==> src/btb_pkg.sv <==
// Shared definitions for the BTB fetch front end
// Address fields, vector types, info record layout, selector states

package btb_pkg;

  // --------------------
  // Address layout
  localparam int VADDR_W    = 32;
  localparam int LINE_BYTES = 16;
  localparam int SLOT_NUM   = 8;    // Halfword slots per line
  localparam int SLOT_LSB   = 1;
  localparam int SLOT_MSB   = 3;
  localparam int INDEX_LSB  = 4;
  localparam int INDEX_MSB  = 9;
  localparam int ENTRY_NUM  = 64;   // Entries per bank
  localparam int TAG_LSB    = INDEX_MSB + 1;
  localparam int TAG_W      = VADDR_W - TAG_LSB;

  typedef logic [VADDR_W-1:0]           vaddr_t;
  typedef logic [SLOT_MSB-SLOT_LSB:0]   slot_t;
  typedef logic [INDEX_MSB-INDEX_LSB:0] index_t;
  typedef logic [TAG_W-1:0]             tag_t;
  typedef logic [SLOT_NUM-1:0]          slot_mask_t;

  // --------------------
  // Info record, valid at the top and tag at the bottom
  localparam int INFO_TAG_LSB   = 0;
  localparam int INFO_TAG_MSB   = TAG_W - 1;
  localparam int INFO_RET_BIT   = TAG_W;
  localparam int INFO_CALL_BIT  = TAG_W + 1;
  localparam int INFO_COND_BIT  = TAG_W + 2;
  localparam int INFO_VALID_BIT = TAG_W + 3;
  localparam int INFO_W         = TAG_W + 4;

  typedef logic [INFO_W-1:0] info_t;

  // --------------------
  // Target selector
  localparam int SQUASH_CYCLES = 2;   // Lines still in flight behind a redirect
  localparam int SQUASH_CNT_W  = $clog2(SQUASH_CYCLES + 1);

  typedef enum logic {
    RUN,
    SQUASH
  } sel_state_t;

endpackage

==> src/btb_search_if.sv <==
// BTB search bundle
// s0 request from the sequencer, per-slot s1 and s2 results from the BTB

interface btb_search_if
  import btb_pkg::*;
();

  // s0 request
  logic                  s0_valid;
  vaddr_t                s0_pc_vaddr;

  // s1 results, straight off the arrays
  slot_mask_t            s1_hit;
  vaddr_t [SLOT_NUM-1:0] s1_target_vaddr;
  slot_mask_t            s1_is_cond;
  slot_mask_t            s1_is_call;
  slot_mask_t            s1_is_ret;

  // s2 results, registered
  logic                  s2_valid;
  vaddr_t                s2_pc_vaddr;
  slot_mask_t            s2_hit;
  vaddr_t [SLOT_NUM-1:0] s2_target_vaddr;
  slot_mask_t            s2_is_cond;
  slot_mask_t            s2_is_call;
  slot_mask_t            s2_is_ret;

  modport requester (output s0_valid, s0_pc_vaddr);

  modport slave (
    input  s0_valid, s0_pc_vaddr,
    output s1_hit, s1_target_vaddr, s1_is_cond, s1_is_call, s1_is_ret,
    output s2_valid, s2_pc_vaddr, s2_hit, s2_target_vaddr,
    output s2_is_cond, s2_is_call, s2_is_ret
  );

  modport reader (
    input s2_valid, s2_pc_vaddr, s2_hit, s2_target_vaddr, s2_is_call, s2_is_ret
  );

endinterface

==> src/fetch_pc_seq.sv <==
// Fetch sequencer
// Issues one line per cycle into the BTB search, follows redirects

module fetch_pc_seq
  import btb_pkg::*;
(
  input  logic                   i_clk,
  input  logic                   i_reset_n,
  input  logic                   i_start,
  input  vaddr_t                 i_start_pc,
  input  logic                   i_stop,
  input  logic                   i_redirect,
  input  vaddr_t                 i_redirect_pc,
  btb_search_if.requester        search_if
);

  logic   r_running;
  vaddr_t r_pc;              // Keeps its offset until the next line
  vaddr_t w_next_line;

  assign w_next_line = (r_pc & ~vaddr_t'(LINE_BYTES - 1)) + vaddr_t'(LINE_BYTES);

  always_ff @(posedge i_clk or negedge i_reset_n) begin
    if (!i_reset_n) begin
      r_running <= 1'b0;
      r_pc      <= '0;
    end else if (i_start) begin
      r_running <= 1'b1;
      r_pc      <= i_start_pc;
    end else if (i_stop) begin
      r_running <= 1'b0;
    end else if (r_running) begin
      // Redirect target keeps its offset
      r_pc <= i_redirect ? i_redirect_pc : w_next_line;
    end
  end

  assign search_if.s0_valid    = r_running;
  assign search_if.s0_pc_vaddr = r_pc;

endmodule

==> src/flat_wrapper.sv <==
// flat-port wrapper written by rule: the top's interface ports become plain ports
module fetch_pc_seq_flat import btb_pkg::*;
  (i_clk, i_reset_n, i_start, i_start_pc, i_stop, i_redirect, i_redirect_pc, search_if_s0_valid, search_if_s0_pc_vaddr);
  btb_search_if search_if_i ();
  input  logic i_clk;
  input  logic i_reset_n;
  input  logic i_start;
  input  vaddr_t i_start_pc;
  input  logic i_stop;
  input  logic i_redirect;
  input  vaddr_t i_redirect_pc;
  output wire logic [$bits(search_if_i.s0_valid)-1:0] search_if_s0_valid;
  output wire logic [$bits(search_if_i.s0_pc_vaddr)-1:0] search_if_s0_pc_vaddr;
  assign search_if_s0_valid = search_if_i.s0_valid;
  assign search_if_s0_pc_vaddr = search_if_i.s0_pc_vaddr;
  fetch_pc_seq u_core (.i_clk(i_clk), .i_reset_n(i_reset_n), .i_start(i_start), .i_start_pc(i_start_pc), .i_stop(i_stop), .i_redirect(i_redirect), .i_redirect_pc(i_redirect_pc), .search_if(search_if_i));
endmodule
==> config.mk <==
export PLATFORM = sky130hd
export DESIGN_NAME = fetch_pc_seq_flat
export DESIGN_NICKNAME = d
export VERILOG_FILES = /design/src/btb_pkg.sv /design/src/btb_search_if.sv /design/src/fetch_pc_seq.sv /design/src/flat_wrapper.sv
export SDC_FILE = /design/constraint.sdc
export NUM_CORES = 1
export LEC_CHECK = 0
export ABC_AREA = 1
export BUFFER_PORTS_ARGS = -buffer_cell sky130_fd_sc_hd__buf_2
export CAP_MARGIN = 40
export CORE_ASPECT_RATIO = 0.75
export CORE_MARGIN = 5
export CORE_UTILIZATION = 35
export CTS_CLUSTER_SIZE = 20
export DETAILED_ROUTE_END_ITERATION = 6
export GPL_TIMING_DRIVEN = 0
export HOLD_SLACK_MARGIN = 0.1
export PLACE_DENSITY_LB_ADDON = 0.2
export SYNTH_ARGS = -nofsm -noshare
export SYNTH_HDL_FRONTEND = slang
export SYNTH_SLANG_ARGS = --single-unit
==> constraint.sdc <==
create_clock -name i_clk -period 1.8 [get_ports i_clk]
set_input_delay 0.09 -clock i_clk [delete_from_list [all_inputs] [get_ports i_clk]]
set_output_delay 0.09 -clock i_clk [all_outputs]
set_load 0.03 [all_outputs]
======== Word level (Yosys, flattened, before mapping) ========
Cells that the tools add are included.
operators by class
  add/subtract/negate cells ............... 1
  eq/ne operators ......................... 1
  muxes and demuxes ....................... 6
  reductions and logical operators ........ 3
operator list
  operator                                                          count
  32-bit two-way mux                                                4
  32-bit by 5-bit adder with 32-bit output (second input constant)  1
  2-bit nonzero test                                                2
  1-bit two-way mux                                                 2
  2-bit inequality test (second input constant)                     1
  2-bit AND reduction                                               1
word-level totals
  bits in registers ....................... 33
  bits of input ports ..................... 69
  output and inout bits ................... 33
  word-level logic and storage cells ...... 13

======== Depth between registers and ports, before layout ========
  depth after elaboration ................. 5
  depth in mapped cells ................... 11
  depth with buffers taken out ............ 11

======== Least setup slack after synthesis ========
No wires, ideal clock.
  path kind ............................... flip-flop to flip-flop
  from .................................... register u_core.r_pc[5] (netlist: u_core.search_if.s0_pc_vaddr[5])
  to ...................................... register u_core.r_pc[24] (netlist: u_core.search_if.s0_pc_vaddr[24])
  arrival ................................. 1.575 ns
  required time ........................... 1.683 ns
  setup slack ............................. 0.108 ns
  cell stages (with the launch flop) ...... 11
  buffers on the path ..................... 0
  clock period less this slack ............ 1.692 ns
  path through ............................ dfrtp_1 ha_1 nand2_1 nor2_2 nand2_2 nor2_4 nand3_1 nand3_1 nand2_1 nand2_1 nand2_1
on the way
  longest elaborated chain between the ends .. 5
ends and longest elaborated chain
  element                                   RTL line            RTL
  start: declaration                        fetch_pc_seq.sv:18  vaddr_t r_pc;
  start signal: assignment                  fetch_pc_seq.sv:29  r_pc <= i_start_pc;
  start signal: assignment                  fetch_pc_seq.sv:34  r_pc <= i_redirect ? i_redirect_pc : w_next_line;
  32-bit by 5-bit adder with 32-bit output  fetch_pc_seq.sv:21  assign w_next_line = (r_pc & ~vaddr_t'(LINE_BYTES - 1)) + vaddr_t'(LINE_BYTES);
  32-bit two-way mux                        fetch_pc_seq.sv:34
  32-bit two-way mux                        fetch_pc_seq.sv:32  end else if (r_running) begin
  32-bit two-way mux                        fetch_pc_seq.sv:30  end else if (i_stop) begin
  32-bit two-way mux                        fetch_pc_seq.sv:27  end else if (i_start) begin
No other way between the ends. The select of a mux whose other input is x is not followed.
A chain may end at the register's enable or synchronous reset.

======== Worst setup path after layout ========
  from .................................... register u_core.r_pc[5] (netlist: u_core.search_if.s0_pc_vaddr[5])
  to ...................................... register u_core.r_pc[30] (netlist: u_core.search_if.s0_pc_vaddr[30])
The elaborated chain is that of the path after synthesis.

==> summary.txt <==
Detailed routing
  – Via/cell ratio: ~4.7
  – Final ANT Viol Nets: 0
  – DRC viols: 0
  – DRT iter0 DRCs: about 210
  – First-pass DRT Iterations: 4
  – Routed len/inst: between 10 and 15 um
  – Vias: 3,120
  – Final wirelength: ~9000 um

STA
  – Final period utilization: 0.918
  – Setup repair after global routing missed its margin: false
  – Setup TNS: 0 ps
  – Setup WS post-layout: 147 ps
  – Final worst path period need: about 1700 ps
  – Final hold vios: 0
  – Fmax achieved: ~600 MHz
  – Skew final: roughly 5.6 ps
  – Max_slew headroom: 0.486
  – Worst-Margin Slew: 770 ps
  – Final setup fails: 0
  – Slew Limit Fails: 0

Setup path
  – CP max FO: 4
  – Critical path type: reg2reg
  – Worst Path Arrival: between 1500 and 2000 ps
  – Crit start category: flip-flop
  – Worst EP required: 1980 ps
  – Type of destination of the critical path: flip-flop

Power
  – Sw frac: 0.404
  – Internal Power: roughly 0.0015 W
  – Pwr Total: roughly 0.0025 W
  – Pleak: ~1.8 nW
  – Max VDD drop: between 0.3 and 0.4 mV
  – PwrDens: around 700 nW/um2
  – Gate power share: 0.357
  – Reg power frac: 0.389
  – NetSw: 0.00102 W
  – Part of the power in the clock network: 0.255

Worst hold path
  – Hold WC Path Type: in2reg

Global routing
  – GRT overflow: 0
  – Initial antenna violation count: 0
  – Global-route wire length before repair: about 15,000 um
  – Pin count of the biggest net entering global routing: 34
  – Gr usage total: 0.202
  – Vias in the first global route: about 3,000

Synthesis
  – Sequential area share after synthesis: 0.319
  – Number of synthesized register bits: 33
  – Yosys warning count: 0
  – Synth area leaders: dfrtp_1, nand2_1, nor2_1, nand3_1, a21oi_1
  – Mapped cell area: roughly 2600 um2
  – Cell taking the most area after synthesis: dfrtp_1
  – Syn Area/Cell: 5.90 um2
  – Post-synth top area share: 0.319
  – Mapped Nets: 509
  – Number of distinct library cells after synthesis: 26
  – Syn Inst Count: 439

Cells and area
  – Layout area overhead: 36.8%
  – Nets: 638
  – Layout cells sized above 1: 0.234
  – Finished Cell Area: around 3500 um2
  – Fill cells: between 700 and 800
  – FF+latch area: ~830 um2
  – Multi-input gate area: between 1500 and 2000 um2
  – Layout Cells excl Fill: 670
  – Diode count: 0

Die
  – Row cnt: 27
  – Die Ht: between 80 and 90 um
  – Die area: between 9000 and 10,000 um2
  – Core ar.: around 7300 um2
  – # IOs: 102
  – Initial Utilization: 0.357
  – Die width: 109 um

CTS
  – CTS tree: done
  – Clock root buffer: clkbuf_8
  – H-tree levels: 2
  – Max Root-Sink Buffers: 2
  – Skew-Pair Late Insertion Delay: around 290 ps
  – Clk pin slew, worst setup/hold paths: ~70 ps
  – TritonCTS buffer count: 5
  – Clock Sinks: 33

Placement
  – Dpl cells: between 600 and 700
  – Routability cong.: roughly 0.92
  – Post-DP Area: between 3000 and 4000 um2
  – Worst slack, placed: roughly 100 ps
  – Post-DP HPWL: slightly below 7000 um
  – Port Buffer Count: 100

Run status
  – Outcome: finished clean

Run
  – Max Cap Viol: 0
## cells in the mapped netlist
library cell	number
a21oi_1	19
buf_2	5
clkbuf_1	12
clkinv_1	1
dfrtp_1	33
ha_1	1
inv_1	23
inv_2	3
nand2_1	179
nand2_2	3
nand2_4	1
nand3_1	42
nand3b_1	1
nand4_1	2
nor2_1	71
nor2_2	6
nor2_4	3
nor3_1	1
o211ai_1	2
o21ai_0	15
o21ai_1	1
o21bai_1	6
o22ai_1	2
or2_1	1
xnor2_1	5
xor2_1	1
## logic make-up after synthesis
group,Yosys count,share of synthesized area
AO/OA/AOI/OAI,45,0.0956
adder cells (fa/ha/maj),1,0.00483
buffers and inverters,44,0.0661
flip-flops,33,0.319
XOR/XNOR,6,0.0203
AND/OR/NAND/NOR,310,0.494
## sequential cells by signal, indices dropped and copies added, names as in the netlist
register,count
u_core.search_if.s0_pc_vaddr,32
u_core.search_if.s0_valid,1
## metal layers
metal  vias to the layer above  wire length, um  global-route usage
li1                       1644                -                   -
met1                      1386             4490               0.314
met2                        81             3770               0.288
met3                         9              600              0.0369
met4                         0               96              0.0453
met5                         -                0                   0
## final cells by class
cell class	instances	share of cell area
buffer	17	0.0198
clock buffer	7	0.0272
clock inverter	1	0.00141
inverter	27	0.0286
multi-input combinational	362	0.453
sequential	33	0.233
tap	101	0.0357
timing repair buffer	122	0.202
## stage by stage
stage / hold WS [ps] / utilization
after global placement: 212 / 0.443
after CTS: 100 / 0.485
after global routing: 123 / 0.488
final: 106 / 0.488
after floorplan: -206 / -
after detailed placement: 217 / 0.443
## power by group through the flow
stage	Combinational, W	Sequential (W)	Clock [W]
2_1_floorplan	0.000381	0.00115	0
3_3_place_gp	0.000853	0.000993	0
3_5_place_dp	0.000860	0.000996	0
4_1_cts	0.000895	0.000982	0.000660
5_1_grt	0.00101	0.00100	0.000693
6_report	0.000903	0.000984	0.000645
## critical path, stage by stage (launching register included)
cell and delay (ps):
dfrtp_1 410, ha_2 230, nand3_1 150, nor2_4 170, nand2_1 150, inv_2 110, nand3_1 80, nand3_1 90
nand2_1 60, nand2_1 50, nand2_1 40
## placed cells by master (no fill, tap or decap), drive strengths merged
| cell | count |
|---|---|
| o22ai | 2 |
| buf | 107 |
| nor3 | 1 |
| clkbuf | 19 |
| ha | 1 |
| nand3 | 42 |
| inv | 26 |
| nand4 | 2 |
| dlygate4sd3 | 20 |
| or2 | 1 |
| a21oi | 19 |
| dfrtp | 33 |
| clkinv | 2 |
| o21bai | 6 |
| nand2 | 183 |
| xnor2 | 5 |
| nand3b | 1 |
| xor2 | 1 |
| o21ai | 16 |
| nor2 | 80 |
| o211ai | 2 |
## what timing repair did
| action | in CTS | in global routing |
|---|---|---|
| endpoints found under the hold margin | 48 | 0 |
| buffers inserted | 0 | 2 |
| hold buffers | 20 | 0 |
| setup endpoints to repair | 0 | 9 |
| resized for setup | 0 | 3 |
## worst paths after layout
check / startpoint / end / slack (ps) / cells past startpoint
worst max register to register: u_core.search_if.s0_pc_vaddr[5] / u_core.search_if.s0_pc_vaddr[30] / 150 / 10
max in group asynchronous: i_reset_n / u_core.search_if.s0_pc_vaddr[30] / 900 / 2
worst min-delay path: i_redirect_pc[20] / u_core.search_if.s0_pc_vaddr[20] / 110 / 5
min in group asynchronous: i_reset_n / u_core.search_if.s0_pc_vaddr[1] / 400 / 2
worst max-delay path: u_core.search_if.s0_pc_vaddr[5] / u_core.search_if.s0_pc_vaddr[30] / 150 / 10
worst min register to register: u_core.search_if.s0_pc_vaddr[0] / u_core.search_if.s0_pc_vaddr[0] / 490 / 2
No activity file was read; power rests on OpenSTA's default activity.
