`config.mk`:
```
export PLATFORM = sky130hd
export DESIGN_NAME = btb_target_select_flat
export DESIGN_NICKNAME = d
export VERILOG_FILES = /design/src/btb_pkg.sv /design/src/btb_search_if.sv /design/src/btb_target_select.sv /design/src/flat_wrapper.sv
export SDC_FILE = /design/constraint.sdc
export NUM_CORES = 1
export LEC_CHECK = 0
export ABC_AREA = 1
export BUFFER_PORTS_ARGS = -buffer_cell sky130_fd_sc_hd__buf_4
export CORE_AREA = 5 5 158 160
export CTS_CLUSTER_DIAMETER = 120
export DETAILED_ROUTE_END_ITERATION = 8
export DIE_AREA = 0 0 163 165
export PLACE_DENSITY_LB_ADDON = 0.05
export SETUP_SLACK_MARGIN = 0.5
export SYNTH_ARGS = -nofsm -noshare
export SYNTH_HDL_FRONTEND = slang
export SYNTH_SLANG_ARGS = --single-unit
```
`constraint.sdc`:
```
create_clock -name i_clk -period 4.42 [get_ports i_clk]
set_clock_uncertainty 0.15 [all_clocks]
set_input_delay 0 -clock i_clk [delete_from_list [all_inputs] [get_ports i_clk]]
set_output_delay 0 -clock i_clk [all_outputs]
set_load 0.1 [all_outputs]
```
`src/btb_pkg.sv`:
```
// Shared definitions for the BTB fetch front end
// Address fields, vector types, info record layout, selector states

package btb_pkg;

  // --------------------
  // Address layout
  localparam int VADDR_W    = 32;
  localparam int LINE_BYTES = 16;
  localparam int SLOT_NUM   = 8;    // Halfword slots per line
  localparam int SLOT_LSB   = 1;
  localparam int SLOT_MSB   = 3;
  localparam int INDEX_LSB  = 4;
  localparam int INDEX_MSB  = 9;
  localparam int ENTRY_NUM  = 64;   // Entries per bank
  localparam int TAG_LSB    = INDEX_MSB + 1;
  localparam int TAG_W      = VADDR_W - TAG_LSB;

  typedef logic [VADDR_W-1:0]           vaddr_t;
  typedef logic [SLOT_MSB-SLOT_LSB:0]   slot_t;
  typedef logic [INDEX_MSB-INDEX_LSB:0] index_t;
  typedef logic [TAG_W-1:0]             tag_t;
  typedef logic [SLOT_NUM-1:0]          slot_mask_t;

  // --------------------
  // Info record, valid at the top and tag at the bottom
  localparam int INFO_TAG_LSB   = 0;
  localparam int INFO_TAG_MSB   = TAG_W - 1;
  localparam int INFO_RET_BIT   = TAG_W;
  localparam int INFO_CALL_BIT  = TAG_W + 1;
  localparam int INFO_COND_BIT  = TAG_W + 2;
  localparam int INFO_VALID_BIT = TAG_W + 3;
  localparam int INFO_W         = TAG_W + 4;

  typedef logic [INFO_W-1:0] info_t;

  // --------------------
  // Target selector
  localparam int SQUASH_CYCLES = 2;   // Lines still in flight behind a redirect
  localparam int SQUASH_CNT_W  = $clog2(SQUASH_CYCLES + 1);

  typedef enum logic {
    RUN,
    SQUASH
  } sel_state_t;

endpackage

```
`src/btb_search_if.sv`:
```
// BTB search bundle
// s0 request from the sequencer, per-slot s1 and s2 results from the BTB

interface btb_search_if
  import btb_pkg::*;
();

  // s0 request
  logic                  s0_valid;
  vaddr_t                s0_pc_vaddr;

  // s1 results, straight off the arrays
  slot_mask_t            s1_hit;
  vaddr_t [SLOT_NUM-1:0] s1_target_vaddr;
  slot_mask_t            s1_is_cond;
  slot_mask_t            s1_is_call;
  slot_mask_t            s1_is_ret;

  // s2 results, registered
  logic                  s2_valid;
  vaddr_t                s2_pc_vaddr;
  slot_mask_t            s2_hit;
  vaddr_t [SLOT_NUM-1:0] s2_target_vaddr;
  slot_mask_t            s2_is_cond;
  slot_mask_t            s2_is_call;
  slot_mask_t            s2_is_ret;

  modport requester (output s0_valid, s0_pc_vaddr);

  modport slave (
    input  s0_valid, s0_pc_vaddr,
    output s1_hit, s1_target_vaddr, s1_is_cond, s1_is_call, s1_is_ret,
    output s2_valid, s2_pc_vaddr, s2_hit, s2_target_vaddr,
    output s2_is_cond, s2_is_call, s2_is_ret
  );

  modport reader (
    input s2_valid, s2_pc_vaddr, s2_hit, s2_target_vaddr, s2_is_call, s2_is_ret
  );

endinterface

```
`src/btb_target_select.sv`:
```
// BTB target selector
// Lowest hitting slot wins, redirect on a hit, squash of lines in flight
// Registered prediction output, one per reported line

module btb_target_select
  import btb_pkg::*;
(
  input  logic                i_clk,
  input  logic                i_reset_n,
  btb_search_if.reader        search_if,
  output logic                o_redirect,
  output vaddr_t              o_redirect_pc,
  output logic                o_pred_valid,
  output vaddr_t              o_pred_pc,
  output logic                o_pred_hit,
  output slot_t               o_pred_slot,
  output vaddr_t              o_pred_target,
  output logic                o_pred_is_call,
  output logic                o_pred_is_ret
);

  sel_state_t              r_state;
  logic [SQUASH_CNT_W-1:0] r_squash_cnt;
  logic                    w_live;        // s2 line is reported
  logic                    w_any_hit;
  slot_t                   w_sel_slot;
  vaddr_t                  w_sel_target;
  vaddr_t                  w_next_pc;

  // --------------------
  // Slot priority

  always_comb begin
    w_sel_slot = '0;
    for (int i = SLOT_NUM - 1; i >= 0; i--) begin
      if (search_if.s2_hit[i]) begin
        w_sel_slot = slot_t'(i);
      end
    end
  end

  assign w_any_hit    = |search_if.s2_hit;
  assign w_sel_target = search_if.s2_target_vaddr[w_sel_slot];
  assign w_live       = search_if.s2_valid & (r_state == RUN);

  // Next fetch PC: target on a hit, else the following aligned line
  assign w_next_pc = w_any_hit ? w_sel_target :
                     (search_if.s2_pc_vaddr & ~vaddr_t'(LINE_BYTES - 1)) +
                     vaddr_t'(LINE_BYTES);

  assign o_redirect    = w_live & w_any_hit;
  assign o_redirect_pc = w_sel_target;

  // --------------------
  // Squash FSM

  always_ff @(posedge i_clk or negedge i_reset_n) begin
    if (!i_reset_n) begin
      r_state      <= RUN;
      r_squash_cnt <= '0;
      o_pred_valid <= 1'b0;
    end else begin
      o_pred_valid <= w_live;
      case (r_state)
        RUN: begin
          if (o_redirect) begin
            r_state      <= SQUASH;
            r_squash_cnt <= SQUASH_CNT_W'(SQUASH_CYCLES);
          end
        end
        SQUASH: begin
          r_squash_cnt <= r_squash_cnt - 1'b1;   // One line dropped per cycle
          if (r_squash_cnt == SQUASH_CNT_W'(1)) begin
            r_state <= RUN;
          end
        end
        default: r_state <= RUN;
      endcase
    end
  end

  // Prediction payload
  always_ff @(posedge i_clk) begin
    if (w_live) begin
      o_pred_pc      <= search_if.s2_pc_vaddr;
      o_pred_hit     <= w_any_hit;
      o_pred_slot    <= w_sel_slot;
      o_pred_target  <= w_next_pc;
      o_pred_is_call <= w_any_hit & search_if.s2_is_call[w_sel_slot];
      o_pred_is_ret  <= w_any_hit & search_if.s2_is_ret[w_sel_slot];
    end
  end

endmodule

```
`src/flat_wrapper.sv`:
```
// flat-port wrapper written by rule: the top's interface ports become plain ports
module btb_target_select_flat import btb_pkg::*;
  (i_clk, i_reset_n, o_redirect, o_redirect_pc, o_pred_valid, o_pred_pc, o_pred_hit, o_pred_slot, o_pred_target, o_pred_is_call, o_pred_is_ret, search_if_s2_valid, search_if_s2_pc_vaddr, search_if_s2_hit, search_if_s2_target_vaddr, search_if_s2_is_call, search_if_s2_is_ret);
  btb_search_if search_if_i ();
  input  logic i_clk;
  input  logic i_reset_n;
  output logic o_redirect;
  output vaddr_t o_redirect_pc;
  output logic o_pred_valid;
  output vaddr_t o_pred_pc;
  output logic o_pred_hit;
  output slot_t o_pred_slot;
  output vaddr_t o_pred_target;
  output logic o_pred_is_call;
  output logic o_pred_is_ret;
  input wire logic [$bits(search_if_i.s2_valid)-1:0] search_if_s2_valid;
  input wire logic [$bits(search_if_i.s2_pc_vaddr)-1:0] search_if_s2_pc_vaddr;
  input wire logic [$bits(search_if_i.s2_hit)-1:0] search_if_s2_hit;
  input wire logic [$bits(search_if_i.s2_target_vaddr)-1:0] search_if_s2_target_vaddr;
  input wire logic [$bits(search_if_i.s2_is_call)-1:0] search_if_s2_is_call;
  input wire logic [$bits(search_if_i.s2_is_ret)-1:0] search_if_s2_is_ret;
  assign search_if_i.s2_valid = search_if_s2_valid;
  assign search_if_i.s2_pc_vaddr = search_if_s2_pc_vaddr;
  assign search_if_i.s2_hit = search_if_s2_hit;
  assign search_if_i.s2_target_vaddr = search_if_s2_target_vaddr;
  assign search_if_i.s2_is_call = search_if_s2_is_call;
  assign search_if_i.s2_is_ret = search_if_s2_is_ret;
  btb_target_select u_core (.i_clk(i_clk), .i_reset_n(i_reset_n), .search_if(search_if_i), .o_redirect(o_redirect), .o_redirect_pc(o_redirect_pc), .o_pred_valid(o_pred_valid), .o_pred_pc(o_pred_pc), .o_pred_hit(o_pred_hit), .o_pred_slot(o_pred_slot), .o_pred_target(o_pred_target), .o_pred_is_call(o_pred_is_call), .o_pred_is_ret(o_pred_is_ret));
endmodule
```
Word level (Yosys, flattened, before mapping)
Cells that the tools add are included.
- output and inout bits: 104
- logic and storage cells: 40
- bits of input ports: 315
- flip-flop bits (word level): 74
- bitwise operators: 5
- multiplexer cells: 20
- $lt $le $gt $ge: 1
- equality and inequality tests: 2
- reductions and logical operators: 1
- add/subtract/negate cells: 2
- operator list (operator ; number):
    32-bit binary-select mux with 3-bit select ; 1
    32-bit two-way mux ; 2
    32-bit by 5-bit adder with 32-bit output (second input constant) ; 1
    3-bit two-way mux ; 8
    8-bit OR reduction ; 1
    1-bit binary-select mux with 3-bit select ; 2
    1-bit bitwise AND ; 4
    3-bit by 4-bit less-than comparator with 1-bit output (second input constant) ; 1
    1-bit two-way mux ; 4
    2-bit case mux with 2 select lines ; 1
    2-bit by 1-bit equality test with 1-bit output (second input constant) ; 1
    2-bit two-way mux ; 1
    2-bit != test (second input constant) ; 1
    1-bit case mux with 2 select lines ; 1
    2-bit by 1-bit subtractor with 2-bit output (second input constant) ; 1
    1-bit inverter ; 1

Logic depth before layout (Yosys ltp)
- word-level depth: 11
- gate-level depth with buffers: 15
- depth with buffers taken out: 13

Worst setup path before layout
OpenSTA, ideal clock, no wires.
- path kind: register -> output
- start point: reg u_core.r_state
- end point: out o_redirect
- setup slack: -0.190 ns
- path buffers: 0
- required time: 4.270 ns
- stages on the path, launching flop included: 4
- arrival time: 4.460 ns
- cells stage by stage: dfrtp_1 > nor2_1 > nand2_1 > inv_1
- word-level cells in the longest chain between the ends: 3
- RTL lines (element ; line ; source):
    from (decl) ; btb_target_select.sv:22 ; sel_state_t r_state;
    from (signal assigned) ; btb_target_select.sv:59 ; r_state <= RUN;
    from (signal assigned) ; btb_target_select.sv:67 ; r_state <= SQUASH;
    from (signal assigned) ; btb_target_select.sv:74 ; r_state <= RUN;
    1-bit inverter ; btb_target_select.sv:44 ; assign w_live = search_if.s2_valid & (r_state == RUN);
    1-bit bitwise AND ; btb_target_select.sv:44 ;
    net u_core.w_live ; btb_target_select.sv:24 ; logic w_live;
    1-bit bitwise AND ; btb_target_select.sv:51 ; assign o_redirect = w_live & w_any_hit;
    to (decl) ; flat_wrapper.sv:7 ; output logic o_redirect;
The timed path passes the listed nets, and every way through them passes these cells.

Worst setup path after layout
- start point: in search_if_s2_hit[5]
- end point: reg u_core.o_pred_is_ret (data pin)
- word-level cells in the longest chain between the ends: 9
- elaborated cells between the ends (all ways): 10
- RTL lines (element ; line ; source):
    from (decl) ; flat_wrapper.sv:18 ; input wire logic [$bits(search_if_i.s2_hit)-1:0] search_if_s2_hit;
    3-bit two-way mux (6 in a row) ; btb_target_select.sv:36 ; if (search_if.s2_hit[i]) begin
    net u_core.w_sel_slot[0] ; btb_target_select.sv:26 ; slot_t w_sel_slot;
    1-bit binary-select mux with 3-bit select ; btb_target_select.sv:90 ; o_pred_is_ret <= w_any_hit & search_if.s2_is_ret[w_sel_slot];
    1-bit two-way mux (implied by the code) ; btb_target_select.sv:90 ;
    1-bit bitwise AND ; btb_target_select.sv:90 ;
    to (signal assigned) ; btb_target_select.sv:90 ;
    to (decl) ; btb_target_select.sv:19 ; output logic o_pred_is_ret
The timed path passes the listed nets, and every way through them passes these cells. The select of a mux whose other input is x is not followed.
A chain may end at the register's enable or synchronous reset.

==> qor.yml <==
status:
  status: "complete, no violations"
logic_synthesis:
  synth_edf_count: 70
  ys_types: 32
  syn_avg_cell_area_um2: 6.315
  ys_seq_area_frac: 0.3142
  ys_seq_elements: 74
  synth.largest_area_cell: "edfxtp_1"
  netlist_area_um2: 7009
  synth.most_common_cell: "nand3_1"
  synth_flop_cell: "edfxtp_1"
  synth_commonest_cells: "nand3_1 (330), nand2_1 (251), inv_1 (238)"
  synth_cells: 1110
  synthDominantCellAreaShare: 0.2999
  synthArstFlopShare: 0.05405
  syn_nets: 1427
  yosysWarnings: 0
  yosys-top-cells-area: "edfxtp_1 (30%), nand3_1 (24%), nand2_1 (13%)"
sta:
  fin_hold_ws_ns: 0.01978
  slew-limit-headroom: 0.2681
  layout_setup_ws_ns: 0.8484
  finalMaxSlewViolations: 0
  clock.fmax_mhz: 280.0
  worst_slew_pin_slew_ns: 1.097
  period_needed_ns: 3.572
  finalCritPeriodShare: 0.8081
  setup_viol: 0
  hold_viol: 0
  rsz0062_at_grt: "no"
  finalSetupTns_ns: 0
clocking:
  cts_buffer_depth: 2
  clk_pin_slew_ns: 0.06
  root_buffer: "clkbuf_16"
  post_cts_buffers: 0
  numCtsBuffers: 9
  cts_tree: "done"
  cts_sinks: 74
  htreeDepth: 3
  clk_latency_ns: 0.33
power:
  p_leak_uw: 0.005974
  power_density_nw_per_um2: 357.7
  ir_drop_uv: 170.6
cells_and_area:
  nets: 1839
  drive_above_1_share: 0.3034
  fin_util: 0.4763
  area_growth_syn_to_layout_pct: 58.09
  n_fill_cell: 2525
die:
  die_w_um: 163
  fp.coreArea_um2: 23260
  io_pins: 419
  start_util: 0.3013
  die_area_um2: 26900
  die_h_um: 165
  placementRows: 56
worst_setup_path:
  r2r_end: "u_core.o_pred_target[14]"
  rrSetupSlack_ns: 2.56
  cp_max_fo: 57
  startpoint_type: "input port"
  endpoint: "u_core.o_pred_is_ret"
  r2r.worst_path.cells: 2
  r2r-start: "u_core.r_state"
  critPathKind: "input port to register"
  startpoint: "search_if_s2_hit[5]"
  worstSetupEndpointType: "register"
  cp.required_ns: 4.35
  cp_data_arrival_time_ns: 3.51
routing:
  drt_iter0_markers: 545
  vias_per_cell: 4.674
  num_vias: 8629
  drc: 0
  routedWlPerCell_um: 18.05
  first_pass_iters: 5
  ant_nets: 0
  drt-total-wl_mm: 33.32
worst_hold_path:
  hp-start: "search_if_s2_target_vaddr[158]"
  worstHoldPathType: "input port to register"
global_route:
  gr-total-overflow: 0
  grt_pass1_wl_mm: 49.27
  antenna_found_initial: 2
  grt_max_degree: 88
  grt_usage: 0.2378
  grt_pass1_vias: 8747
run:
  maxCapViolCount: 0
placed_design:
  io_buffer_count: 418
  hpwlAfterDp_mm: 25.63
  globalplace.congestion: 0.8736
  place_ws_ns: 1.065
==> state kept, by name (all words and copies together) (netlist names) <==
| signal | flops |
|---|---|
| u_core.o_pred_is_ret | 1 |
| u_core.r_state | 1 |
| u_core.o_pred_hit | 1 |
| u_core.o_pred_target | 32 |
| u_core.o_pred_valid | 1 |
| u_core.o_pred_slot | 3 |
| u_core.o_pred_is_call | 1 |
| u_core.r_squash_cnt | 2 |
| u_core.o_pred_pc | 32 |
==> worst min path at each step <==
stage,slack (ns),endpoint,depth (start not counted)
2_1_floorplan,-0.45,u_core.o_pred_valid,0
3_3_place_gp,-0.33,u_core.o_pred_valid,1
3_5_place_dp,-0.33,u_core.o_pred_valid,1
4_1_cts,0.009,u_core.o_pred_target[30],7
5_1_grt,0.08,u_core.o_pred_target[20],7
6_report,0.02,u_core.o_pred_target[30],7
==> worst max-delay path: stages <==
cell	delay [ns]
buf_4	0.12
inv_2	0.04
nand2_1	0.05
nand2_1	0.05
nand2_1	0.04
nand2_1	0.10
nand2_4	0.28
nand2_8	0.42
clkinv_1	0.35
nand2_1	0.15
nand3_1	0.08
dlygate4sd3_1	0.58
nand3_1	0.06
dlygate4sd3_1	0.55
nand2_1	0.05
dlygate4sd3_1	0.55
==> final cells by class <==
class / count / area, µm² / area share
Timing Repair Buffer: 470 / 3636 / 0.3281
Multi-Input combinational cell: 721 / 3600 / 0.3249
Sequential cell: 74 / 2202 / 0.1987
Inverter: 246 / 925.9 / 0.08356
Tap cell: 319 / 399.1 / 0.03602
Clock buffer: 9 / 225.2 / 0.02033
Clock inverter: 6 / 90.09 / 0.008130
Antenna cell: 1 / 2.502 / 0.0002258
==> cell families after synthesis <==
| kind of cell | synth area share |
|---|---|
| buffers and inverters | 0.1790 |
| AND/OR/NAND/NOR | 0.4655 |
| AO/OA/AOI/OAI | 0.01142 |
| flip-flops | 0.3142 |
| XOR/XNOR | 0.02624 |
| adder cells (fa/ha/maj) | 0.003570 |
==> power breakdown <==
part	internal [µW]	switching [µW]	total [µW]
clock network	494	303	798
logic	550	1620	2170
registers	945	49.3	995
total	1990	1970	3960
==> cell usage in the layout (no fill, tap or decap), types with 4 or more instances in the layout <==
cell / count
buf_4: 427
nand3_1: 330
nand2_1: 248
inv_1: 238
edfxtp_1: 70
dlygate4sd3_1: 43
nand3b_1: 36
and2_1: 28
nor2_1: 15
xor2_1: 11
xnor2_1: 10
clkbuf_16: 9
nand4_1: 8
inv_2: 6
a21oi_1: 5
o21ai_0: 4
dfrtp_1: 4
==> what timing repair did <==
| item | in CTS | in global routing |
|---|---|---|
| hold buffers | 43 | 0 |
| hold endpoints to repair | 62 | 0 |
| endpoints found under the setup margin | 0 | 2 |
| resized for setup | 0 | 1 |
==> layer usage <==
metal | global-route usage | share of wire | vias up
li1 | - | - | 4337
met1 | 0.2874 | 0.41 | 3896
met2 | 0.4106 | 0.48 | 350
met3 | 0.06514 | 0.084 | 44
met4 | 0.07739 | 0.028 | 2
met5 | 0 | 0.00060 | -
==> metrics by stage <==
step	instances	total power, µW	cell area, µm²
detailed placement	1787	3158	10320
CTS	1845	4002	11070
finish	1846	3963	11080
floorplan	1110	2522	7012
global route	1846	4132	11080
global placement	1787	3153	10320
Note: power is estimated with default switching activity, not from simulation.
